<file path="config.mk">
export PLATFORM = sky130hd
export DESIGN_NAME = alu
export DESIGN_NICKNAME = d
export VERILOG_FILES = /design/src/rtl/rvCorePkg.sv /design/src/rtl/alu.sv
export SDC_FILE = /design/constraint.sdc
export NUM_CORES = 1
export LEC_CHECK = 0
export BUFFER_PORTS_ARGS = -buffer_cell sky130_fd_sc_hd__buf_2
export CORE_ASPECT_RATIO = 0.9
export CORE_MARGIN = 2
export CORE_UTILIZATION = 38
export DETAILED_ROUTE_END_ITERATION = 16
export PLACE_DENSITY = 0.65
export RECOVER_POWER = 50
export SLEW_MARGIN = 0
export SYNTH_ARGS = -nofsm -noshare
export SYNTH_HDL_FRONTEND = slang
export SYNTH_SLANG_ARGS = --single-unit
</file>
<file path="constraint.sdc">
create_clock -name vclk -period 6.3
set_clock_uncertainty 0.1 [all_clocks]
set_input_delay 1.26 -clock vclk [all_inputs]
set_output_delay 1.26 -clock vclk [all_outputs]
set_load 0.1 [all_outputs]
</file>
<file path="src/rtl/rvCorePkg.sv">
`default_nettype none

package rvCorePkg;

    localparam int xlen = 32;
    localparam int regAddrWidth = 5;

    // Major opcodes of the supported subset
    localparam logic [6:0] opR      = 7'b0110011;
    localparam logic [6:0] opI      = 7'b0010011;
    localparam logic [6:0] opLoad   = 7'b0000011;
    localparam logic [6:0] opStore  = 7'b0100011;
    localparam logic [6:0] opBranch = 7'b1100011;

    localparam logic [2:0] f3AddSub = 3'b000;
    localparam logic [2:0] f3Slt    = 3'b010;
    localparam logic [2:0] f3Xor    = 3'b100;
    localparam logic [2:0] f3Or     = 3'b110;
    localparam logic [2:0] f3And    = 3'b111;
    localparam logic [2:0] f3Word   = 3'b010; // LW and SW
    localparam logic [2:0] f3Beq    = 3'b000;
    localparam logic [2:0] f3Bne    = 3'b001;

    localparam logic [6:0] f7Base   = 7'b0000000;
    localparam logic [6:0] f7Sub    = 7'b0100000;

    typedef enum logic [2:0] {
        aluAdd = 3'd0,
        aluSub = 3'd1,
        aluAnd = 3'd2,
        aluOr  = 3'd3,
        aluXor = 3'd4,
        aluSlt = 3'd5
    } aluOp_t;

    typedef union packed {
        struct packed {
            logic [6:0] funct7;
            logic [4:0] rs2;
            logic [4:0] rs1;
            logic [2:0] funct3;
            logic [4:0] rd;
            logic [6:0] opcode;
        } rFields;
        struct packed {
            logic [11:0] imm11_0;
            logic [4:0]  rs1;
            logic [2:0]  funct3;
            logic [4:0]  rd;
            logic [6:0]  opcode;
        } iFields;
        struct packed {
            logic [6:0] immHi;
            logic [4:0] rs2;
            logic [4:0] rs1;
            logic [2:0] funct3;
            logic [4:0] immLo;
            logic [6:0] opcode;
        } sFields;
        struct packed {
            logic       imm12;
            logic [5:0] imm10_5;
            logic [4:0] rs2;
            logic [4:0] rs1;
            logic [2:0] funct3;
            logic [3:0] imm4_1;
            logic       imm11;
            logic [6:0] opcode;
        } bFields;
    } instr_t;

    typedef struct packed {
        logic   regWrite;
        logic   aluSrcImm;
        logic   memWrite;
        logic   memToReg;
        logic   branch;
        logic   branchOnNotEqual;
        aluOp_t aluOp;
    } ctrl_t;

    typedef struct packed {
        logic            valid;
        logic [xlen-1:0] pc;
        logic            regWrite;
        logic [4:0]      rd;
        logic [xlen-1:0] regData;
        logic            memWrite;
        logic [xlen-1:0] memAddr;
    } retire_t;

    typedef struct packed {
        logic        enable;
        logic [7:0]  wordAddr;
        logic [31:0] data;
    } progWrite_t;

endpackage

`default_nettype wire

</file>
<file path="src/rtl/alu.sv">
`timescale 1ns/100ps
`default_nettype none

module alu import rvCorePkg::*; (
    input  logic [xlen-1:0] a,
    input  logic [xlen-1:0] b,
    input  aluOp_t          op,
    output logic [xlen-1:0] result,
    output logic            zero
);

    logic lessThan;

    assign lessThan = $signed(a) < $signed(b);

    always_comb begin
        case (op)
            aluAdd:  result = a + b;
            aluSub:  result = a - b;
            aluAnd:  result = a & b;
            aluOr:   result = a | b;
            aluXor:  result = a ^ b;
            aluSlt:  result = {{(xlen-1){1'b0}}, lessThan};
            default: result = '0;
        endcase
    end

    assign zero = (result == '0); // Equality test for branches

endmodule

`default_nettype wire

</file>
# Yosys cells after proc, flatten, opt, wreduce, memory -nomap -nowiden
# Cells that the tools add are included.
# word_totals
out_inout_bits	33
wordCells	14
in_bits	67
ff_bits	0
# op_classes
muxes	1
n_reduce_logical	2
n_addsub	2
order_cmp	1
eq_ne	5
bitwise_logic	3
# ops
cell	count
one-hot mux 32 bit (6 select lines)	1
adder 32 bit	1
bitwise AND 32 bit	1
logical NOT 32 bit	1
< comparator 32 bit	1
bitwise OR 32 bit	1
subtractor 32 bit	1
bitwise XOR 32 bit	1
equality test 3 x 2 -> 1 bit (second input constant)	2
equality test 3 bit (second input constant)	2
equality test 3 x 1 -> 1 bit (second input constant)	1
logical NOT 3 bit	1

# Logic depth before layout (Yosys ltp)
# Gate-level depths: netlist (run 1).
# logic_depth
word_depth	3
depth_mapped	14
depth_no_buf	14

# Worst setup path after synthesis (run 1)
# Ideal clock, no wire load.
# synth_path
path_type	input to output
startpoint	input port a[12]
endpoint	output port zero
n_path_buf	1
path_slack_ns	-1.694
arrival_ns	6.634
path_stages	14
t_required_ns	4.940
cell_sequence	inv_1 > ha_1 > buf_6 > or4_4 > or4_4 > o211ai_2 > a21oi_2 > a21oi_1 > o21ai_0 > nor3_1 > nand4b_1 > nor4_1 > nand4_1 > nor4_2
# synth_via
elab_chain_cells	3
word_cells_on_any_way	8
cone_classes	add/sub (2); order compare (1); mux (1); bitwise (3); reduce/logical (1)
# synth_lines
item	line	rtl
start: declaration	alu.sv:5	input logic [xlen-1:0] a,
< comparator 32 bit	alu.sv:14	assign lessThan = $signed(a) < $signed(b);
one-hot mux 32 bit (6 select lines)	alu.sv:17	case (op)
named net result[0]	alu.sv:8	output logic [xlen-1:0] result,
logical NOT 32 bit	alu.sv:28	assign zero = (result == '0);
end: declaration	alu.sv:9	output logic zero
# The timed path passes the listed nets, and every way through them passes these cells.

# Final worst setup path (run 1)
# layout_path
startpoint	input port a[10]
endpoint	output port zero
# layout_via
elab_chain_cells	3
word_cells_on_any_way	8
cone_classes	add/sub (2); order compare (1); mux (1); bitwise (3); reduce/logical (1)
# layout_lines
item	line	rtl
subtractor 32 bit, or another cell as far along	alu.sv:19	aluSub: result = a - b;
one-hot mux 32 bit (6 select lines) *	alu.sv:17	
logical NOT 32 bit *	alu.sv:28	
# Mark *: on every way between the ends. The rest lies on a longest branch, timed or not.

==> results, run 1 <==
- The slew at the pin closest to its max-slew limit is 1.18 ns.
- Setup repair after global routing could not meet its margin everywhere.
- The gate count of the mapped netlist is 877.
- The net count after synthesis is 1047.
- The peak supply drop is 0.000120 V.
- Sorting the synthesized cells by area gives the leading types as ha_1 (22%), a21oi_1 (8.8%), inv_1 (7.0%), o21ai_0 (5.1%), nor2_1 (4.8%).
- The worst-case hold slack is 3.35 ns.
- The number of iterations in the first detailed-routing pass is 5.
- The mapped netlist covers 5650 um^2.
- The wire-length estimate of the detail-placed layout is 17500 um.
- The Yosys warning count is 0.
- The first global-routing pass estimated 33800 um of wire.
- The finished layout holds 1217 standard cells, fillers aside.
- The number of hold buffers added after CTS was 0.
- The fraction of final layout cells sized beyond drive strength 1 is 22.2%.
- The average instance in the mapped netlist occupies 6.44 um^2.
- After layout, the design draws a total of 938 uW.
- The max capacitance violation total is 0.
- In this run the standard cell core region covers 14600 um^2.
- The maximum number of pins on one net before global-route repair is 22.
- The detailed-route DRC error count is 0.
- The starting utilization of the core area is 38.7%.
- The die is 120 um tall.
- Sequential cells were found to cover 0% of the synthesized design area.
- The most critical setup path has its startpoint at a[10].
- The flow ran to the end, and the final reports show no timing, DRC or antenna violations.
- The final layout contains routed wiring with a total length of 21400 um.
- In this run the power density over the cells is 132 nW/um^2.
- The finished cells cover 7120 um^2.
- The final weighted congestion in routability-driven placement is 1.04.
- The maximum net fanout on the critical path is 7.
- Counting instances in the post-synthesis netlist gives the leading cell types as inv_1 (106), ha_1 (101), a21oi_1 (99).
- Data on the critical path is required at its endpoint by 4.94 ns.
- For this design the static power due to leakage is 0.00338 uW.
- In the finished layout, the clock tree contains a buffer count of 0.
- In this run the tool buffered the top-level ports with 100 buffer cells.
- The number of failing hold endpoints at the final stage is 0.
- The largest total area in the synthesized netlist belongs to ha_1.
- The post-detailed-placement cell area is 7060 um^2.
- The critical path's most frequent cell is inv_1.
- The number of global-route vias before repair is 6643.
- The arrival time of data at the critical path endpoint is 4.87 ns.
- The total global-route track usage is 25.7%.
- The worst path in the final design needs a cycle of 6.23 ns, including I/O delays and setup.
- The final clock period utilization by the worst path is 98.9%.
- The delay of the slowest cell on the worst path is 0.54 ns.
- The distinct cell type count after synthesis is 75.
- The class of the tightest hold or removal check is primary input to primary output.
- The total of fill cells in the finished design is 1574.
- The via-per-instance ratio is 5.91.
- Traced cell by cell, the critical path runs through buf_2 > inv_1 > ha_1 > inv_1 > a21oi_1 > o311ai_0 > a31oi_1 > buf_4 > o21bai_1 > xnor2_1 > a211o_1 > or4bb_1 > nor4_2 > nand4_1 > nor4_4 > buf_12.
- Across the whole layout, storage elements account for 0 um^2.
- The highest-delay cell along the critical path is or4bb_1.
- The end point of the critical path is zero.
- The critical path in this run is classified as primary input to primary output.
- The initial antenna violation count is 0.
- The number of nets in the layout is 1191.
- The layout sequential cell count is 0.
- Setup violations remaining at the end of the flow were counted as 0.
- The sort of element at the start of the critical path is a primary input.
- The iteration-0 DRC count of the detailed router is 784.
- The endpoint kind of the worst setup timing path is a primary output.
- The top cell type's share of synthesized area is 22.4%.
- The die outline width is 133 um.
- The repair_antennas step left the layout with diodes totalling 0.
- Cells fill 48.7% of the core in the end.
- The vias after detailed routing is 7198.
- After floorplanning, the core was divided into 42 placement rows.
- The worst slew margin relative to its limit is 21.4%.
- The number of pins exceeding their max-slew limit in the final report was 0.
- Compared with the post-synthesis result, the final layout area differs by 26.1%.
- The number of antenna-violating nets in the routed design is 0.
- The die area is 15900 um^2.
- The highest clock frequency the design can meet is 0.160 GHz.
- In the final routed layout, each cell accounts on average for 17.6 um.
- Summed over all layers, the global routing overflow is 0.
- The number of primary I/O pins is 100.
- The placed instance count is 1216.
- The library cell with the highest instance count after synthesis is inv_1.
-- timing repair --
action,CTS,global route
setup endpoints to repair,1,2
setup buffers,0,1
resized for setup,6,10
pin swaps,2,4
-- per-stage QoR --
stage | setup TNS, ns | setup slack (ns)
after floorplan | -1.34 | -1.34
after global placement | -0.0404 | -0.0404
after detailed placement | -0.110 | -0.110
after CTS | 0 | 0.0572
after global routing | -0.0777 | -0.0777
final | 0 | 0.0689
-- logic make-up after synthesis --
group,share of synthesized area [%]
buffers and inverters,10.6
AO/OA/AOI/OAI,39.7
XOR/XNOR,2.02
adder cells (fa/ha/maj),23.1
multiplexers,1.99
AND/OR/NAND/NOR,22.6
-- cell usage in the layout (no fill, tap or decap), types with 5 or more instances in the layout --
cell type / count
nor4b_1: 5
a211oi_1: 18
a21o_1: 11
buf_4: 90
o31ai_1: 12
o31a_1: 5
a31oi_1: 10
nand2_1: 65
o22ai_1: 8
inv_1: 103
or2_2: 6
xnor2_1: 12
o21a_1: 11
nor2b_1: 8
and3_1: 5
a21oi_2: 5
nor3_1: 25
ha_1: 94
nor2_1: 72
clkbuf_1: 16
o21bai_1: 6
o21ai_1: 5
o211ai_1: 25
nand3_1: 16
nor4_1: 10
nand2b_1: 8
buf_2: 80
mux2i_1: 9
nand4_1: 14
o21ai_0: 52
a211o_1: 8
o211a_1: 9
a21oi_1: 96
-- report_power, final --
group	leakage, uW	internal, uW	switching, uW
Combinational	0.00338	295	643
Sequential	0	0	0
Clock	0	0	0
Total	0.00338	295	643
-- critical path: cells and delay by family --
kind                     cells  cell delay [ns]
AO/OA/AOI/OAI                5             1.08
AND/OR/NAND/NOR              4             1.32
XOR/XNOR                     1             0.13
adder cells (fa/ha/maj)      1             0.43
buffers and inverters        5             0.63
-- worst min path at each step --
stage / startpoint / to / slack (ns) / depth (start not counted)
after floorplan: op[2] / result[26] / 3.14 / 5
after global placement: op[1] / result[2] / 3.17 / 3
after detailed placement: op[1] / result[2] / 3.17 / 3
after CTS: op[1] / result[2] / 3.18 / 3
after global routing: a[21] / result[21] / 3.38 / 7
final: a[21] / result[21] / 3.35 / 7
-- cell type report --
class / instances / area (um^2) / area share, %
Multi-Input combinational cell: 722 / 5240 / 73.6
Timing Repair Buffer: 190 / 1220 / 17.1
Tap cell: 198 / 248 / 3.48
Inverter: 107 / 414 / 5.82
-- metal layers --
layer,share of wire [%],up-vias,track usage [%]
met5,0,-,0
met4,2.8,0,7.59
met3,9.5,43,3.46
met2,42,397,39.8
met1,46,3269,36.9
li1,-,3489,-
(Power assumes the default switching activity.)
==> run 2, diff against run 1 <==
--- a/config.mk
+++ b/config.mk
@@ -8,11 +8,12 @@
 export BUFFER_PORTS_ARGS = -buffer_cell sky130_fd_sc_hd__buf_2
 export CORE_ASPECT_RATIO = 0.9
 export CORE_MARGIN = 2
-export CORE_UTILIZATION = 38
+export CORE_UTILIZATION = 60
 export DETAILED_ROUTE_END_ITERATION = 16
-export PLACE_DENSITY = 0.65
+export PLACE_DENSITY = 0.92
 export RECOVER_POWER = 50
 export SLEW_MARGIN = 0
 export SYNTH_ARGS = -nofsm -noshare
 export SYNTH_HDL_FRONTEND = slang
 export SYNTH_SLANG_ARGS = --single-unit
+export TNS_END_PERCENT = 5
==> results, run 2 (same netlist as run 1, synthesis figures left out) <==
- Status: complete, no violations (unchanged).
- The fraction of final layout cells sized beyond drive strength 1 is 22.2% (about the same).
- The global-route wire length before repair is 33100 um (was 33800 um).
- The maximum net fanout on the critical path came to 3 (was 7).
- The total global-route track usage came to 39.7% (was 25.7%).
- The overall power consumption came to 938 uW (about the same).
- The endpoint kind of the worst setup timing path is a primary output (unchanged).
- The number of iterations in the first detailed-routing pass was 7 (was 5).
- The highest clock frequency the design can meet is 0.161 GHz (was 0.160 GHz).
- The number of pins exceeding their max-slew limit in the final report was 0 (unchanged).
- The count of input and output buffers is 100 (unchanged).
- The total congestion overflow after global routing is 0 (unchanged).
- The critical path required time is 4.94 ns (about the same).
- The slew at the pin closest to its max-slew limit came to 1.17 ns (was 1.18 ns).
- The synthesis-to-layout area growth is 24.0% (was 26.1%).
- The final antenna diode count is 0 (unchanged).
- The critical path start-end classification is primary input to primary output (unchanged).
- The number of nets in the layout is 1184 (was 1191).
- The total of fill cells in the finished design is 744 (was 1574).
- The worst slew margin relative to its limit is 22.6% (was 21.4%).
- The starting utilization of the core area is 61.9% (was 38.7%).
- The sort of element at the start of the critical path was a primary input (unchanged).
- The die area is 10200 um^2 (was 15900 um^2).
- The number of failing hold endpoints at the final stage was 0 (unchanged).
- Most frequent cells in the layout: inv_1 (103), a21oi_1 (94), ha_1 (92) (was inv_1 (103), a21oi_1 (96), ha_1 (94)).
- The detail-routed net length per standard cell is 18.6 um (was 17.6 um).
- The count of clock buffers in the final design is 0 (unchanged).
- The vias after detailed routing is 7579 (was 7198).
- The number of primary I/O pins was 100 (unchanged).
- The ratio of total power to cell area is 134 nW/um^2 (was 132 nW/um^2).
- The via-per-instance ratio came to 6.68 (was 5.91).
- The standard-cell row count is 33 (was 42).
- The origin of the worst setup path was b[1] (was a[10]).
- The arrival time of data at the critical path endpoint was 4.86 ns (was 4.87 ns).
- The end point of the critical path is zero (unchanged).
- The layout sequential cell count is 0 (unchanged).
- The class of the tightest hold or removal check is primary input to primary output (unchanged).
- The most common cell after layout, fill and taps aside was inv_1 (unchanged).
- The post-layout minimum cycle time is 6.22 ns (was 6.23 ns).
- The number of antenna-violating nets in the routed design is 0 (unchanged).
- The detailed-route DRC error count came to 0 (unchanged).
- The height of the chip is 96.0 um (was 120 um).
- The total area of multi-input combinational cells is 5290 um^2 (was 5240 um^2).
- The placed instance count is 1133 (was 1216).
- The maximum number of pins on one net before global-route repair is 25 (was 22).
- The post-detailed-placement half-perimeter wirelength is 16900 um (was 17500 um).
- The summed negative setup slack over all endpoints is 0 ns (unchanged).
- The post-layout instance area is 7000 um^2 (was 7120 um^2).
- The standard cell core area is 9130 um^2 (was 14600 um^2).
- The count of final setup violators is 0 (unchanged).
- The post-detailed-placement cell area is 6900 um^2 (was 7060 um^2).
- The final clock period utilization by the worst path is 98.7% (was 98.9%).
- The die outline width is 106 um (was 133 um).
- The total detailed-routing wirelength was 21100 um (was 21400 um).
- The initial antenna violation count is 0 (unchanged).
- The max capacitance violation total is 0 (unchanged).
- The area taken by flip-flops and latches came to 0 um^2 (unchanged).
- The number of global-route vias before repair is 6805 (was 6643).
- The leakage component of the power is 0.00335 uW (was 0.00338 uW).
- The final weighted congestion in routability-driven placement came to 1.07 (was 1.04).
- The peak supply drop is 0.000185 V (was 0.000120 V).
- The iteration-0 DRC count of the detailed router is 915 (was 784).
- The count of hold-fix buffers inserted at cts is 0 (unchanged).
- The filler-free cell count of the finished design is 1134 (was 1217).
-- run 2: worst min-delay path by stage --
stage / from / end / depth (start not counted)
after floorplan: op[2] / result[26] / 5
after global placement: op[2] / result[1] / 4
after detailed placement: op[2] / result[3] / 3
after CTS: op[2] / result[3] / 3
after global routing: op[2] / result[3] / 3
final: op[2] / result[1] / 4
-- run 2: cell type report --
| cell class | instances | area share [%] |
|---|---|---|
| multi-input cells | 722 | 75.5 |
| well taps | 122 | 2.18 |
| repair buffers | 183 | 16.4 |
| inverters | 107 | 5.91 |
-- run 2: power breakdown --
part	switching, uW	internal [uW]	leakage, uW
Clock	0	0	0
Sequential	0	0	0
Combinational	650	288	0.00335
Total	650	288	0.00335
-- run 2: worst max-delay path, cell delays in order --
cell,delay [ns]
buf_2,0.12
inv_1,0.07
ha_1,0.30
o21bai_1,0.23
nand4_1,0.14
o211ai_1,0.17
buf_4,0.19
a31oi_2,0.11
a21oi_1,0.40
o32ai_2,0.18
nor4b_1,0.36
buf_4,0.20
o41ai_2,0.08
xnor2_1,0.15
o211ai_1,0.25
nor4_4,0.40
buf_12,0.22
-- run 2: routing by layer --
metal | vias to the layer above | global-route usage (%) | share of wire, %
li1 | 3488 | - | -
met3 | 120 | 5.89 | 14
met4 | 0 | 9.32 | 4.1
met5 | - | 0 | 0
met2 | 579 | 66.6 | 43
met1 | 3392 | 53.7 | 40
-- run 2: repair_timing --
action / in CTS / in global routing
endpoints found under the hold margin: 0 / 0
resized for setup: 6 / 19
setup endpoints to repair: 1 / 2
pin swaps: 0 / 6
buffers inserted: 0 / 1
-- run 2: stage by stage --
step,hold WS [ns],util [%],setup slack [ns]
5_1_grt,3.32,76.7,-0.0340
4_1_cts,3.06,75.8,0.00283
2_1_floorplan,3.14,-,-1.34
3_3_place_gp,3.05,75.6,-0.00679
6_report,3.30,76.7,0.0848
3_5_place_dp,3.06,75.6,-0.0826
==> run 3, diff against run 2 <==
--- a/config.mk
+++ b/config.mk
@@ -8,9 +8,9 @@
 export BUFFER_PORTS_ARGS = -buffer_cell sky130_fd_sc_hd__buf_2
 export CORE_ASPECT_RATIO = 0.9
 export CORE_MARGIN = 2
-export CORE_UTILIZATION = 60
+export CORE_UTILIZATION = 65
 export DETAILED_ROUTE_END_ITERATION = 16
-export PLACE_DENSITY = 0.92
+export PLACE_DENSITY = 0.95
 export RECOVER_POWER = 50
 export SLEW_MARGIN = 0
 export SYNTH_ARGS = -nofsm -noshare
==> constraint.sdc (replaced) <==
create_clock -name vclk -period 7.8
set_clock_uncertainty 0.1 [all_clocks]
set_input_delay 1.56 -clock vclk [all_inputs]
set_output_delay 1.56 -clock vclk [all_outputs]
set_load 0.1 [all_outputs]
==> results, run 3 (same netlist as run 1, synthesis figures left out) <==
- The number of primary I/O pins is 100 (unchanged).
- The starting utilization of the core area is 66.5% (was 61.9%).
- The number of antenna-violating nets in the routed design is 0 (unchanged).
- The final antenna diode count is 0 (unchanged).
- The maximum number of pins on one net before global-route repair is 31 (was 25).
- The post-cts resize count is 0 (was 6).
- The endpoint kind of the worst setup timing path is a primary output (unchanged).
- The maximum net fanout on the critical path is 14 (was 3).
- The final worst setup slack is 0.277 ns (was 0.0848 ns).
- The filler-free cell count of the finished design is 1068 (was 1134).
- The critical path required time came to 6.14 ns (was 4.94 ns).
- The share of the core filled with cells came to 74.9% (was 76.7%).
- The final clock period utilization by the worst path is 96.5%.
- The instance count along the most critical hold path came to 7 (was 4).
- The worst slew margin relative to its limit was 21.1% (was 22.6%).
- Status: complete, no violations (unchanged).
- The global-route wire length before repair is 30900 um (was 33100 um).
- Setup repair after global routing left no endpoint under its margin.
- The count of final setup violators is 0 (unchanged).
- The routed design could run at a clock period as short as 7.52 ns.
- The count of clock buffers in the final design is 0 (unchanged).
- The total setup buffers inserted after CTS came to 0 (unchanged).
- The synthesis-to-layout area growth is 12.6% (was 24.0%).
- The standard cell core area was 8490 um^2 (was 9130 um^2).
- The class of the tightest hold or removal check is primary input to primary output (unchanged).
- The height of the chip came to 92.4 um (was 96.0 um).
- The die outline width is 102 um (was 106 um).
- The number of nets in the layout is 1121 (was 1184).
- The placed instance count is 1068 (was 1133).
- The post-detailed-placement half-perimeter wirelength is 15100 um (was 16900 um).
- The via-per-instance ratio came to 6.90 (was 6.68).
- The slew at the pin closest to its max-slew limit is 1.19 ns (was 1.17 ns).
- The max capacitance violation total came to 0 (unchanged).
- The highest clock frequency the design can meet is 0.133 GHz.
- The standard-cell row count came to 32 (was 33).
- The leakage component of the power was 0.00302 uW (was 0.00335 uW).
- The post-placement setup slack came to 0.461 ns (was -0.0826 ns).
- The number of global-route vias before repair is 6451 (was 6805).
- The number of pins exceeding their max-slew limit in the final report is 0 (unchanged).
- Most frequent cells in the layout: inv_1 (103), a21oi_1 (99), ha_1 (96) (was inv_1 (103), a21oi_1 (94), ha_1 (92)).
- The arrival time of data at the critical path endpoint was 5.86 ns (was 4.86 ns).
- The iteration-0 DRC count of the detailed router came to 1106 (was 915).
- The detail-routed net length per standard cell was 18.1 um (was 18.6 um).
- The worst-case hold slack is 3.90 ns (was 3.30 ns).
- The count of input and output buffers is 100 (unchanged).
- The detailed-route DRC error count was 0 (unchanged).
- The overall power consumption is 688 uW (was 938 uW).
- The number of iterations in the first detailed-routing pass was 8 (was 7).
- The initial antenna violation count was 0 (unchanged).
- The total detailed-routing wirelength is 19400 um (was 21100 um).
- The number of failing hold endpoints at the final stage came to 0 (unchanged).
- The vias after detailed routing is 7373 (was 7579).
- The peak supply drop is 0.000141 V (was 0.000185 V).
- The sort of element at the start of the critical path is a primary input (unchanged).
- The area taken by flip-flops and latches is 0 um^2 (unchanged).
- The critical path start-end classification was primary input to primary output (unchanged).
- The total global-route track usage was 39.1% (was 39.7%).
- The final weighted congestion in routability-driven placement came to 1.02 (was 1.07).
- The die area is 9450 um^2 (was 10200 um^2).
- The most common cell after layout, fill and taps aside is inv_1 (unchanged).
- The ratio of total power to cell area is 108 nW/um^2 (was 134 nW/um^2).
- The total congestion overflow after global routing is 0 (unchanged).
- The count of hold-fix buffers inserted at cts is 0 (unchanged).
- The fraction of final layout cells sized beyond drive strength 1 is 15.3% (was 22.2%).
- The layout sequential cell count was 0 (unchanged).
run 3: changes by cell type in the layout (fill, tap and decap cells not counted), moves of 2 or more:
cell / change
a21oi_1: +5
a21oi_2: -5
buf_12: -3
buf_2: +4
buf_4: -63
ha_1: +4
ha_2: -3
nor4_1: +4
nor4_2: -2
nor4_4: -2
o21ai_0: +3
o21ai_1: -3
run 3: final cells by class:
type | instances | area (um^2)
fill | 781 | 2130
timing repair buffer | 120 | 632
inverter | 107 | 414
tap | 119 | 149
multi-input combinational | 722 | 5170
run 3: power breakdown:
part	internal (uW)	leakage (uW)	total (uW)	switching [uW]
registers	0	0	0	0
clock network	0	0	0	0
logic	188	0.00302	688	500
total	188	0.00302	688	500
run 3: path summary, 6_finish.rpt:
| path | from | endpoint |
|---|---|---|
| worst min-delay path | a[21] | result[21] |
| worst max-delay path | a[14] | zero |
run 3: metal layers:
layer	wire length (um)	share of wire [%]	GRT usage, %
met1	7690	40	56.6
met2	8090	42	60.3
met3	2810	15	4.15
met4	749	3.9	12.3
met5	0	0	0
run 3: stage by stage:
step	TNS (ns)	instance area [um^2]
6_report	0	6360
5_1_grt	0	6360
4_1_cts	0	6390
3_5_place_dp	0	6390
3_3_place_gp	0	6390
2_1_floorplan	-0.444	5790
run 3: critical path: stages:
cell and delay (ns):
buf_2 0.10, inv_1 0.04, ha_1 0.47, or4_4 0.56, nor4_1 0.58, and2_1 0.26, a21oi_2 0.09, a21oi_2 0.21
nor4b_1 0.08, or3_4 0.40, or2_0 0.22, nor4_1 0.37, nand4_1 0.19, nor4_2 0.26, buf_2 0.46
